`src/hdl/fpu_pkg.sv`:
```
`default_nettype none

package fpu_pkg;

	typedef logic [31:0] float_t;  // IEEE single word, also a 32-bit integer.
	typedef logic [7:0]  exp_t;    // Biased exponent.
	typedef logic [23:0] man_t;    // Mantissa with the hidden bit.

	typedef enum logic [2:0] {
		FPU_CVTIS = 3'd0,
		FPU_CVTSI = 3'd1,
		FPU_SQRT  = 3'd2,
		FPU_NEG   = 3'd3,
		FPU_ADD   = 3'd4,
		FPU_SUB   = 3'd5,
		FPU_MUL   = 3'd6,
		FPU_DIV   = 3'd7
	} fpufunc_t;

	localparam float_t FP_QNAN  = 32'h7fc0_0000;
	localparam exp_t   EXP_MAX  = 8'hff;
	localparam exp_t   EXP_BIAS = 8'd127;

	// All-ones exponent with a nonzero fraction.
	function automatic logic f_is_nan(input float_t f);
		return (f[30:23] == EXP_MAX) && (f[22:0] != 23'd0);
	endfunction

	function automatic logic f_is_inf(input float_t f);
		return (f[30:23] == EXP_MAX) && (f[22:0] == 23'd0);
	endfunction

	// Subnormals read as zero.
	function automatic man_t f_man(input float_t f);
		man_t m;
		if (f[30:23] == 8'd0)
			m = '0;
		else
			m = {1'b1, f[22:0]};
		return m;
	endfunction

	// Leading zeros of a word, result is don't-care for zero input.
	function automatic logic [4:0] lzc32(input logic [31:0] x);
		logic [4:0] n;
		n = 5'd31;
		for (int i = 0; i < 32; i++) begin
			if (x[i])
				n = 5'(31 - i);  // Highest set bit wins.
		end
		return n;
	endfunction

endpackage

`default_nettype wire
```
`src/hdl/fp_res_if.sv`:
```
`default_nettype none

interface fp_res_if import fpu_pkg::*; ();

	float_t result;
	logic   overflow;
	logic   underflow;
	logic   nan;

	modport unit (output result, overflow, underflow, nan);
	modport sel  (input result, overflow, underflow, nan);

endinterface

`default_nettype wire

```
`src/hdl/fpu.sv`:
```
`default_nettype none

module fpu import fpu_pkg::*; (
	input  logic     clk_i,
	input  logic     arst_n_i,
	input  logic     valid_i,
	input  fpufunc_t func_i,
	input  float_t   opa_i,
	input  float_t   opb_i,
	output logic     valid_o,
	output float_t   result_o,
	output logic     overflow_o,
	output logic     underflow_o,
	output logic     nan_o
);

	fp_res_if res_add ();
	fp_res_if res_mul ();
	fp_res_if res_itof ();
	fp_res_if res_ftoi ();

	logic     sub;
	logic     v1, v2;
	fpufunc_t f1, f2;
	float_t   b1, b2;

	float_t   sel_result;
	logic     sel_ov, sel_un, sel_nan;

	assign sub = func_i[0];  // ADD and SUB differ only in bit 0.

	fp_addsub u_addsub (
		.clk_i    (clk_i),
		.arst_n_i (arst_n_i),
		.sub_i    (sub),
		.opa_i    (opa_i),
		.opb_i    (opb_i),
		.res      (res_add)
	);

	fp_mult u_mult (
		.clk_i    (clk_i),
		.arst_n_i (arst_n_i),
		.opa_i    (opa_i),
		.opb_i    (opb_i),
		.res      (res_mul)
	);

	fp_cvt_itof u_itof (
		.clk_i    (clk_i),
		.arst_n_i (arst_n_i),
		.opb_i    (opb_i),
		.res      (res_itof)
	);

	fp_cvt_ftoi u_ftoi (
		.clk_i    (clk_i),
		.arst_n_i (arst_n_i),
		.opb_i    (opb_i),
		.res      (res_ftoi)
	);

	// Delay line matching the two unit stages.
	always_ff @(posedge clk_i or negedge arst_n_i) begin
		if (!arst_n_i) begin
			v1 <= 1'b0;
			v2 <= 1'b0;
			f1 <= FPU_CVTIS;
			f2 <= FPU_CVTIS;
		end else begin
			v1 <= valid_i;
			v2 <= v1;
			f1 <= func_i;
			f2 <= f1;
		end
	end

	always_ff @(posedge clk_i) begin
		b1 <= opb_i;
		b2 <= b1;
	end

	always_comb begin
		sel_result = '0;
		sel_ov = 1'b0;
		sel_un = 1'b0;
		sel_nan = 1'b0;
		case (f2)
			FPU_CVTIS: sel_result = res_itof.result;
			FPU_CVTSI: begin
				sel_result = res_ftoi.result;
				sel_ov = res_ftoi.overflow;
				sel_nan = res_ftoi.nan;
			end
			FPU_NEG: sel_result = b2 ^ 32'h8000_0000;
			FPU_ADD, FPU_SUB: begin
				sel_result = res_add.result;
				sel_ov = res_add.overflow;
				sel_un = res_add.underflow;
				sel_nan = res_add.nan;
			end
			FPU_MUL: begin
				sel_result = res_mul.result;
				sel_ov = res_mul.overflow;
				sel_un = res_mul.underflow;
				sel_nan = res_mul.nan;
			end
			default: ;  // SQRT and DIV are reserved, zero result.
		endcase
	end

	always_ff @(posedge clk_i or negedge arst_n_i) begin
		if (!arst_n_i) begin
			valid_o <= 1'b0;
			result_o <= '0;
			overflow_o <= 1'b0;
			underflow_o <= 1'b0;
			nan_o <= 1'b0;
		end else begin
			valid_o <= v2;
			if (v2) begin  // Hold between results.
				result_o <= sel_result;
				overflow_o <= sel_ov;
				underflow_o <= sel_un;
				nan_o <= sel_nan;
			end
		end
	end

endmodule

`default_nettype wire

```
`src/hdl/fp_cvt_ftoi.sv`:
```
`default_nettype none

module fp_cvt_ftoi import fpu_pkg::*; (
	input  logic   clk_i,
	input  logic   arst_n_i,
	input  float_t opb_i,
	fp_res_if.unit res
);

	exp_t        e_unb;

	logic        s1_sign;
	man_t        s1_man;
	logic [4:0]  s1_sh;
	logic        s1_small, s1_ovf, s1_nan;

	logic [54:0] wide;
	logic [31:0] mag;

	assign e_unb = opb_i[30:23] - EXP_BIAS;

	always_ff @(posedge clk_i or negedge arst_n_i) begin
		if (!arst_n_i) begin
			s1_small <= 1'b1;
			s1_ovf <= 1'b0;
			s1_nan <= 1'b0;
		end else begin
			s1_small <= (opb_i[30:23] < EXP_BIAS);  // Magnitude below 1.
			// Only -2^31 is representable at exponent 158.
			s1_ovf <= (opb_i[30:23] >= 8'd158) && !f_is_nan(opb_i) &&
				!(opb_i[31] && opb_i[30:23] == 8'd158 && opb_i[22:0] == 23'd0);
			s1_nan <= f_is_nan(opb_i);
		end
	end

	always_ff @(posedge clk_i) begin
		s1_sign <= opb_i[31];
		s1_man <= f_man(opb_i);
		s1_sh <= e_unb[4:0];
	end

	assign wide = {31'd0, s1_man} << s1_sh;
	assign mag = wide[54:23];  // Fraction bits drop off, truncating toward zero.

	always_ff @(posedge clk_i or negedge arst_n_i) begin
		if (!arst_n_i) begin
			res.overflow <= 1'b0;
			res.nan <= 1'b0;
		end else begin
			res.overflow <= s1_ovf;
			res.nan <= s1_nan;
		end
	end

	always_ff @(posedge clk_i) begin
		if (s1_nan || s1_small)
			res.result <= '0;
		else if (s1_ovf)
			res.result <= s1_sign ? 32'h8000_0000 : 32'h7fff_ffff;
		else
			res.result <= s1_sign ? (~mag + 32'd1) : mag;
	end

	assign res.underflow = 1'b0;

endmodule

`default_nettype wire

```
`src/hdl/fp_cvt_itof.sv`:
```
`default_nettype none

module fp_cvt_itof import fpu_pkg::*; (
	input  logic   clk_i,
	input  logic   arst_n_i,
	input  float_t opb_i,
	fp_res_if.unit res
);

	logic [31:0] abs_d;

	logic        s1_sign;
	logic [31:0] s1_abs;
	logic [4:0]  s1_lz;
	logic        s1_zero;

	logic [31:0] norm;
	exp_t        e_res;

	// Magnitude of -2^31 still fits as unsigned.
	assign abs_d = opb_i[31] ? (~opb_i + 32'd1) : opb_i;

	always_ff @(posedge clk_i or negedge arst_n_i) begin
		if (!arst_n_i)
			s1_zero <= 1'b1;
		else
			s1_zero <= (opb_i == 32'd0);
	end

	always_ff @(posedge clk_i) begin
		s1_sign <= opb_i[31];
		s1_abs <= abs_d;
		s1_lz <= lzc32(abs_d);
	end

	assign norm = s1_abs << s1_lz;
	assign e_res = 8'd158 - {3'd0, s1_lz};  // Bias plus 31.

	always_ff @(posedge clk_i) begin
		if (s1_zero)
			res.result <= '0;
		else
			res.result <= {s1_sign, e_res, norm[30:8]};  // Low bits truncated.
	end

	assign res.overflow = 1'b0;
	assign res.underflow = 1'b0;
	assign res.nan = 1'b0;

endmodule

`default_nettype wire

```
`src/hdl/fp_mult.sv`:
```
`default_nettype none

module fp_mult import fpu_pkg::*; (
	input  logic   clk_i,
	input  logic   arst_n_i,
	input  float_t opa_i,
	input  float_t opb_i,
	fp_res_if.unit res
);

	logic a_zero, b_zero, a_inf, b_inf;

	logic              s1_sign;
	logic signed [9:0] s1_exp;
	logic [47:0]       s1_prod;
	logic              s1_nan, s1_inf, s1_zero;

	logic [22:0]       frac;
	logic signed [9:0] e_res;
	float_t            r_d;
	logic              ov_d, un_d, qnan_d;

	always_comb begin
		a_zero = (opa_i[30:23] == 8'd0);
		b_zero = (opb_i[30:23] == 8'd0);
		a_inf = f_is_inf(opa_i);
		b_inf = f_is_inf(opb_i);
	end

	always_ff @(posedge clk_i or negedge arst_n_i) begin
		if (!arst_n_i) begin
			s1_nan <= 1'b0;
			s1_inf <= 1'b0;
			s1_zero <= 1'b1;
		end else begin
			s1_nan <= f_is_nan(opa_i) | f_is_nan(opb_i) |
				(a_inf & b_zero) | (b_inf & a_zero);  // 0 x inf.
			s1_inf <= a_inf | b_inf;
			s1_zero <= a_zero | b_zero;
		end
	end

	always_ff @(posedge clk_i) begin
		s1_sign <= opa_i[31] ^ opb_i[31];
		s1_exp <= $signed({2'b00, opa_i[30:23]}) + $signed({2'b00, opb_i[30:23]}) -
			$signed({2'b00, EXP_BIAS});
		s1_prod <= f_man(opa_i) * f_man(opb_i);
	end

	always_comb begin
		// Product of two values in [1,2) needs at most one bit of shift.
		if (s1_prod[47]) begin
			frac = s1_prod[46:24];
			e_res = s1_exp + 10'sd1;
		end else begin
			frac = s1_prod[45:23];
			e_res = s1_exp;
		end

		ov_d = 1'b0;
		un_d = 1'b0;
		qnan_d = 1'b0;
		if (s1_nan) begin
			r_d = FP_QNAN;
			qnan_d = 1'b1;
		end else if (s1_inf) begin
			r_d = {s1_sign, EXP_MAX, 23'd0};
		end else if (s1_zero) begin
			r_d = {s1_sign, 31'd0};
		end else if (e_res >= 10'sd255) begin
			r_d = {s1_sign, EXP_MAX, 23'd0};
			ov_d = 1'b1;
		end else if (e_res <= 10'sd0) begin
			r_d = {s1_sign, 31'd0};  // Flush to signed zero.
			un_d = 1'b1;
		end else begin
			r_d = {s1_sign, e_res[7:0], frac};
		end
	end

	always_ff @(posedge clk_i or negedge arst_n_i) begin
		if (!arst_n_i) begin
			res.overflow <= 1'b0;
			res.underflow <= 1'b0;
			res.nan <= 1'b0;
		end else begin
			res.overflow <= ov_d;
			res.underflow <= un_d;
			res.nan <= qnan_d;
		end
	end

	always_ff @(posedge clk_i) begin
		res.result <= r_d;
	end

endmodule

`default_nettype wire

```
`src/hdl/fp_addsub.sv`:
```
`default_nettype none

module fp_addsub import fpu_pkg::*; (
	input  logic   clk_i,
	input  logic   arst_n_i,
	input  logic   sub_i,
	input  float_t opa_i,
	input  float_t opb_i,
	fp_res_if.unit res
);

	logic        sa, sb;
	exp_t        ea, eb, e_big, e_diff;
	man_t        ma, mb, m_big, m_small;
	logic        a_nan, b_nan, a_inf, b_inf;
	logic        a_big;
	logic [5:0]  shamt;
	logic [63:0] aligned;
	logic        sign_d, nan_d, inf_d;

	logic        s1_sign;
	exp_t        s1_exp;
	logic [31:0] s1_big, s1_small;
	logic        s1_sticky;
	logic        s1_sub;
	logic        s1_nan, s1_inf;

	logic [31:0] sum, norm;
	logic [4:0]  lz;
	logic signed [9:0] e_res;
	float_t      r_d;
	logic        ov_d, un_d, qnan_d;

	always_comb begin
		sa = opa_i[31];
		sb = opb_i[31] ^ sub_i;  // Subtraction adds the negated b.
		ea = opa_i[30:23];
		eb = opb_i[30:23];
		ma = f_man(opa_i);
		mb = f_man(opb_i);
		a_nan = f_is_nan(opa_i);
		b_nan = f_is_nan(opb_i);
		a_inf = f_is_inf(opa_i);
		b_inf = f_is_inf(opb_i);

		// Larger magnitude goes first.
		a_big = {ea, ma} >= {eb, mb};
		e_big = a_big ? ea : eb;
		e_diff = a_big ? (ea - eb) : (eb - ea);
		m_big = a_big ? ma : mb;
		m_small = a_big ? mb : ma;
		shamt = (e_diff > 8'd32) ? 6'd32 : e_diff[5:0];

		// Upper word is the aligned mantissa, lower word holds the shifted-out bits.
		aligned = {1'b0, m_small, 39'd0} >> shamt;

		nan_d = a_nan | b_nan | (a_inf & b_inf & (sa ^ sb));
		inf_d = a_inf | b_inf;
		if (a_inf)
			sign_d = sa;
		else if (b_inf)
			sign_d = sb;
		else
			sign_d = a_big ? sa : sb;
	end

	always_ff @(posedge clk_i or negedge arst_n_i) begin
		if (!arst_n_i) begin
			s1_nan <= 1'b0;
			s1_inf <= 1'b0;
		end else begin
			s1_nan <= nan_d;
			s1_inf <= inf_d;
		end
	end

	always_ff @(posedge clk_i) begin
		s1_sign <= sign_d;
		s1_exp <= e_big;
		s1_big <= {1'b0, m_big, 7'd0};
		s1_small <= aligned[63:32];
		s1_sticky <= |aligned[31:0];
		s1_sub <= sa ^ sb;
	end

	always_comb begin
		// Subtracting the sticky bit keeps truncation toward zero.
		if (s1_sub)
			sum = s1_big - s1_small - {31'd0, s1_sticky};
		else
			sum = s1_big + s1_small;
		lz = lzc32(sum);
		norm = sum << lz;
		e_res = $signed({2'b00, s1_exp}) + 10'sd1 - $signed({5'd0, lz});

		ov_d = 1'b0;
		un_d = 1'b0;
		qnan_d = 1'b0;
		if (s1_nan) begin
			r_d = FP_QNAN;
			qnan_d = 1'b1;
		end else if (s1_inf) begin
			r_d = {s1_sign, EXP_MAX, 23'd0};
		end else if (sum == 32'd0) begin
			r_d = '0;  // Exact cancellation is +0.
		end else if (e_res >= 10'sd255) begin
			r_d = {s1_sign, EXP_MAX, 23'd0};
			ov_d = 1'b1;
		end else if (e_res <= 10'sd0) begin
			r_d = {s1_sign, 31'd0};
			un_d = 1'b1;
		end else begin
			r_d = {s1_sign, e_res[7:0], norm[30:8]};
		end
	end

	always_ff @(posedge clk_i or negedge arst_n_i) begin
		if (!arst_n_i) begin
			res.overflow <= 1'b0;
			res.underflow <= 1'b0;
			res.nan <= 1'b0;
		end else begin
			res.overflow <= ov_d;
			res.underflow <= un_d;
			res.nan <= qnan_d;
		end
	end

	always_ff @(posedge clk_i) begin
		res.result <= r_d;
	end

endmodule

`default_nettype wire

```
`config.mk`:
```
export PLATFORM = sky130hd
export DESIGN_NAME = fpu
export DESIGN_NICKNAME = d
export VERILOG_FILES = /design/src/hdl/fpu_pkg.sv /design/src/hdl/fp_res_if.sv /design/src/hdl/fpu.sv /design/src/hdl/fp_cvt_ftoi.sv /design/src/hdl/fp_cvt_itof.sv /design/src/hdl/fp_mult.sv /design/src/hdl/fp_addsub.sv
export SDC_FILE = /design/constraint.sdc
export NUM_CORES = 2
export LEC_CHECK = 0
export ABC_CLOCK_PERIOD_IN_PS = 7250
export BUFFER_PORTS_ARGS = -buffer_cell sky130_fd_sc_hd__buf_2
export CORE_ASPECT_RATIO = 2
export CORE_MARGIN = 2
export CORE_UTILIZATION = 59
export DETAILED_ROUTE_END_ITERATION = 8
export GPL_ROUTABILITY_DRIVEN = 0
export HOLD_SLACK_MARGIN = 0.02
export PLACE_DENSITY = 0.79
export SLEW_MARGIN = 25
export SYNTH_ARGS = -nofsm -noshare
export SYNTH_HDL_FRONTEND = slang
export SYNTH_SLANG_ARGS = --single-unit
```
`constraint.sdc`:
```
create_clock -name clk_i -period 7.25 [get_ports clk_i]
set_input_delay 1.45 -clock clk_i [delete_from_list [all_inputs] [get_ports clk_i]]
set_output_delay 1.45 -clock clk_i [all_outputs]
set_load 0.02 [all_outputs]
```
==> metrics, run 1 <==
status did not finish; Halt Stage global routing; Error [ERROR GRT-0116] Global routing finished with congestion. Check the congestion regions in the DRC Viewer.; post-synthesis cell area about 0.046 mm^2; Cell Rows 144; number of global-route vias before repair between 40000 and 50000; placed cell areas around 0.05 mm^2; Seq/Total Area, Yosys 19.06%; Post-synth EDFFs 0; CTS root buf clkbuf_16; Port Buffers ~110; Hold-fix buffers, CTS 0; Yosys top cell by area fa_1; Starting Density 59.28%; largest net degree at the start of global routing 74; global-route wire length before repair 299200 um; async set-reset flop share out of synthesis 14.35%; chip width between 200 and 250 um; synthesized net count 6216; htree depth 2; Distinct cells, synth 103; ranking of synthesized cells by area fa_1 21%, dfxtp_1 16%, ha_1 9.2%, inv_1 5.9%, nand2_1 5.3%; Num CTS Buffers 38; worst-case clock buffer depth 3; GRT Residual Overflow approximately 170; Post-Syn Instances roughly 5300; ys flop type dfxtp_1; Yosys warning count 0; IO Count ~110; Synth Register Bits 418; CTS Sinks 418; Avg Inst Size Synth 8.545 um^2; total track usage about 50%; hpwl dp 139600 um; post-synth top area share 21.38%; Place WS -2410 ps; height of the die 396.7 um
[routing by layer]
layer / global-route usage, % / GRT overflow
met1: 44.49 / 1
met2: 76.18 / 84
met3: 26.27 / 0
met4: 56.40 / 86
met5: 4.741 / 0
[stage by stage]
stage,instances,hold slack [ps]
global placement,6755,309.8
floorplan,5325,309.6
detailed placement,6755,312.1
CTS,6858,322.9
[cells in the mapped netlist, drive strengths merged, types with 20 or more instances]
master,n
nor4,31
fa,486
mux2i,198
nand4,47
a21oi,267
o31ai,22
mux4,30
nand2,648
o22ai,25
xnor2,113
clkbuf,244
o21a,32
dfrtp,57
o21bai,20
dfxtp,358
nor3,74
buf,59
nand2b,26
inv,726
nand3,70
a211oi,35
or3,21
a31oi,22
a221oi,46
ha,335
and2,223
xor2,34
o32ai,24
o21ai,180
a21o,56
mux2,90
nor2,376
nor2b,68
o211ai,29
[kinds of logic after synthesis]
logic type      count (synthesis)  share of synthesized area [%]
simple gates                 1666                          17.12
buf+inv                      1033                          8.695
compound gates                922                          13.64
fa+ha+maj                     821                          30.59
flops                         418                          19.06
mux                           318                          8.068
xor+xnor                      147                          2.830
[repair_timing]
item,CTS
gates resized for setup,165
setup endpoints to repair,35
gates cloned,3
hold endpoints to repair,0
buffers inserted,30
pin swaps,53
==> run 2: changes to the inputs <==
--- a/config.mk
+++ b/config.mk
@@ -5,15 +5,13 @@
 export SDC_FILE = /design/constraint.sdc
 export NUM_CORES = 2
 export LEC_CHECK = 0
-export ABC_CLOCK_PERIOD_IN_PS = 7250
+export ABC_CLOCK_PERIOD_IN_PS = 9400
 export BUFFER_PORTS_ARGS = -buffer_cell sky130_fd_sc_hd__buf_2
-export CORE_ASPECT_RATIO = 2
 export CORE_MARGIN = 2
-export CORE_UTILIZATION = 59
+export CORE_UTILIZATION = 40
 export DETAILED_ROUTE_END_ITERATION = 8
 export GPL_ROUTABILITY_DRIVEN = 0
-export HOLD_SLACK_MARGIN = 0.02
-export PLACE_DENSITY = 0.79
+export PLACE_DENSITY_LB_ADDON = 0.15
 export SLEW_MARGIN = 25
 export SYNTH_ARGS = -nofsm -noshare
 export SYNTH_HDL_FRONTEND = slang
==> constraint.sdc (replaced) <==
create_clock -name clk_i -period 9.4 [get_ports clk_i]
set_input_delay 1.88 -clock clk_i [delete_from_list [all_inputs] [get_ports clk_i]]
set_output_delay 1.88 -clock clk_i [all_outputs]
set_load 0.02 [all_outputs]
==> run 2 against run 1 <==
Compared with the run above:
- the flow now finishes without violations
- synthesized area unchanged
- synthesized cell count unchanged
==> metrics, run 2 <==
crit path DAT 9710 ps; WL/cell 21.17 um; Routed WL 149800 um; CP Class primary input to register; Critical Path End Type register; post-synthesis cell area 0.04550 mm^2 (unchanged); most frequent cells in the layout 715 x inv_1, 637 x nand2_1, 480 x fa_1, 354 x dfxtp_1, 353 x nor2_1; kind of start point of the critical path primary input; number of vias per cell 5.370; Synth Register Bits 418 (unchanged); CTS Sinks 418 (unchanged); IO Count 106 (unchanged); GRT Residual Overflow 0; fin util 45.92%; CTS clk-pin slew, worst paths roughly 60 ps; Distinct cells, synth 103 (unchanged); Post-synth EDFFs 0 (unchanged); Cell Rows 123 (-15%); Post-Syn Instances 5325 (unchanged); ranking of synthesized cells by area fa_1 21%, dfxtp_1 16%, ha_1 9.2%, inv_1 5.9%, nand2_1 5.3%; Area Overhead vs Synth 13.68%; CP max FO 8; ys flop type dfxtp_1; initial antenna violation count 6; global-route wire length before repair about 230000 um; most frequent cell after synthesis inv_1; CTS root buf clkbuf_16; chip width 341.3 um (+70%); Avg Inst Size Synth 8.545 um^2 (unchanged); Port Buffers 105 (unchanged); Tcrit/Tclk final 97.53%; # setup viols final 0; maximum vdd drop 889.7 uV; Setup TNS 0 ps; worst-case clock buffer depth 3 (unchanged); height of the die 341.3 um (-14%); list of most frequent post-synthesis cells 720 x inv_1, 647 x nand2_1, 486 x fa_1; Slew HR about a quarter; max incr delay on CP 580 ps; worst slew pin tran roughly 1100 ps; Slowest-stage cell, CP fa_1; RSZ-0062 raised after global routing yes; number of global-route vias before repair 37971; largest net degree at the start of global routing 114; post-synth top area share 21.38% (unchanged); htree depth 2 (unchanged); share of layout cells above drive strength 1 14.32%; routed vias 38002; post-route ant nets 0; Seq. cell area 0.008682 mm^2; hpwl dp 123800 um (-11%); DRT iter0 DRCs 2746; clk_skew between 40 and 50 ps; Filler cells 11203; total track usage 25.60%; Final min period roughly 9200 ps; Final Hold Fails 0; insertion delay to the later sink of the worst-skew pair a little over 600 ps; area of the multi-input gates 0.03323 mm^2; final slew viol count 0; commonest non-fill, non-tap cell in the layout inv_1; r2r setup slk 1480 ps; async set-reset flop share out of synthesis 14.35% (unchanged); Die ar. 0.1165 mm^2; TritonCTS clock tree built; max_cap viols 0; drt first pass iters 6; Num CTS Buffers 47 (+24%); leakage power 24.52 nW; Yosys top cell by area fa_1; synthesized net count 6216 (unchanged); CP most frequent cell fa_1; hold crit path type register to register; nets@finish 6426; Seq/Total Area, Yosys 19.06% (unchanged); Pwr Density between 400 and 500 mW/mm^2; status finished, final reports clean; CP required 9940 ps; Starting Density 40.39% (-19 points); FMAX 0.1091 GHz; drt drc 0; core area 0.1127 mm^2; Yosys warning count 0 (unchanged)
-- run 2: cell counts after synthesis --
No cell type changed its count.
-- run 2: path summary, 6_finish.rpt --
| path | startpoint | end | depth (start not counted) |
|---|---|---|---|
| max | opa_i[29] | u_mult.s1_prod[47] | 35 |
| min in group asynchronous | arst_n_i | result_o[0] | 2 |
| max reg2reg | u_addsub.s1_small[0] | u_addsub.res.result[15] | 37 |
| min reg2reg | b1[28] | b2[28] | 0 |
| min | b1[28] | b2[28] | 0 |
| max in group asynchronous | arst_n_i | u_addsub.res.underflow | 2 |
-- run 2: area by class of cell --
cell class / count / share of cell area (%)
multi-input cells: 3874 / 64.24
inverters: 730 / 5.314
diodes: 3 / 0.01451
well taps: 1500 / 3.628
clock buffers: 66 / 2.566
repair buffers: 464 / 6.809
clock inverters: 22 / 0.6434
flip-flops and latches: 418 / 16.78
-- run 2: cells by family (layout without fill, tap and decap cells) --
group,after synthesis,after routing,share of synthesized area [%]
adders and majority gates,821,821,30.59
muxes,318,318,8.068
AOI/OAI and AO/OA,922,922,13.64
and+or+nand+nor,1666,1666,17.12
other,0,3,0
xor gates and xnor gates,147,147,2.830
DFF,418,418,19.06
buffers and inverters,1033,1282,8.695
-- run 2: metal layers --
layer,wire (um),track usage [%]
met1,68360,35.85
met2,69840,42.03
met3,6625,2.167
met4,4968,7.755
met5,0,0
-- run 2: through the flow --
| stage | total power (W) | setup WS, ps | area (um^2) | std cells | hold WS (ps) |
|---|---|---|---|---|---|
| after CTS | 0.02151 | -2.907 | 51330 | 7061 | 321.3 |
| final | 0.02172 | 231.8 | 51730 | 7077 | 320.5 |
| after floorplan | 0.01262 | -22.37 | 45650 | 5325 | 309.6 |
| after global placement | 0.01921 | -972.4 | 49610 | 6973 | 310.1 |
| after detailed placement | 0.01929 | -1001 | 49610 | 6973 | 312.1 |
| after global routing | 0.02390 | -52.17 | 51720 | 7074 | 325.0 |
-- run 2: power by group --
| group | total, W | internal, W | switching [W] | leakage, nW |
|---|---|---|---|---|
| sequential | 0.00258 | 0.00232 | 0.000259 | 3.73 |
| combinational | 0.0172 | 0.00808 | 0.00910 | 20.0 |
| clock | 0.00195 | 0.00114 | 0.000812 | 0.798 |
-- run 2: critical path, delay by kind of cell --
kind | cells | cell delay, ps
adder cells (fa/ha/maj) | 8 | 3800
AO/OA/AOI/OAI | 11 | 1690
AND/OR/NAND/NOR | 8 | 1390
buffers and inverters | 7 | 830
XOR/XNOR | 1 | 120
-- run 2: timing repair --
action,4_1_cts,5_1_grt
setup buffers,0,12
pin swaps,0,17
hold buffers,0,0
gates cloned,0,1
gates resized for setup,13,75
setup endpoints to repair,15,15
Power figures use the tool's default switching activity.
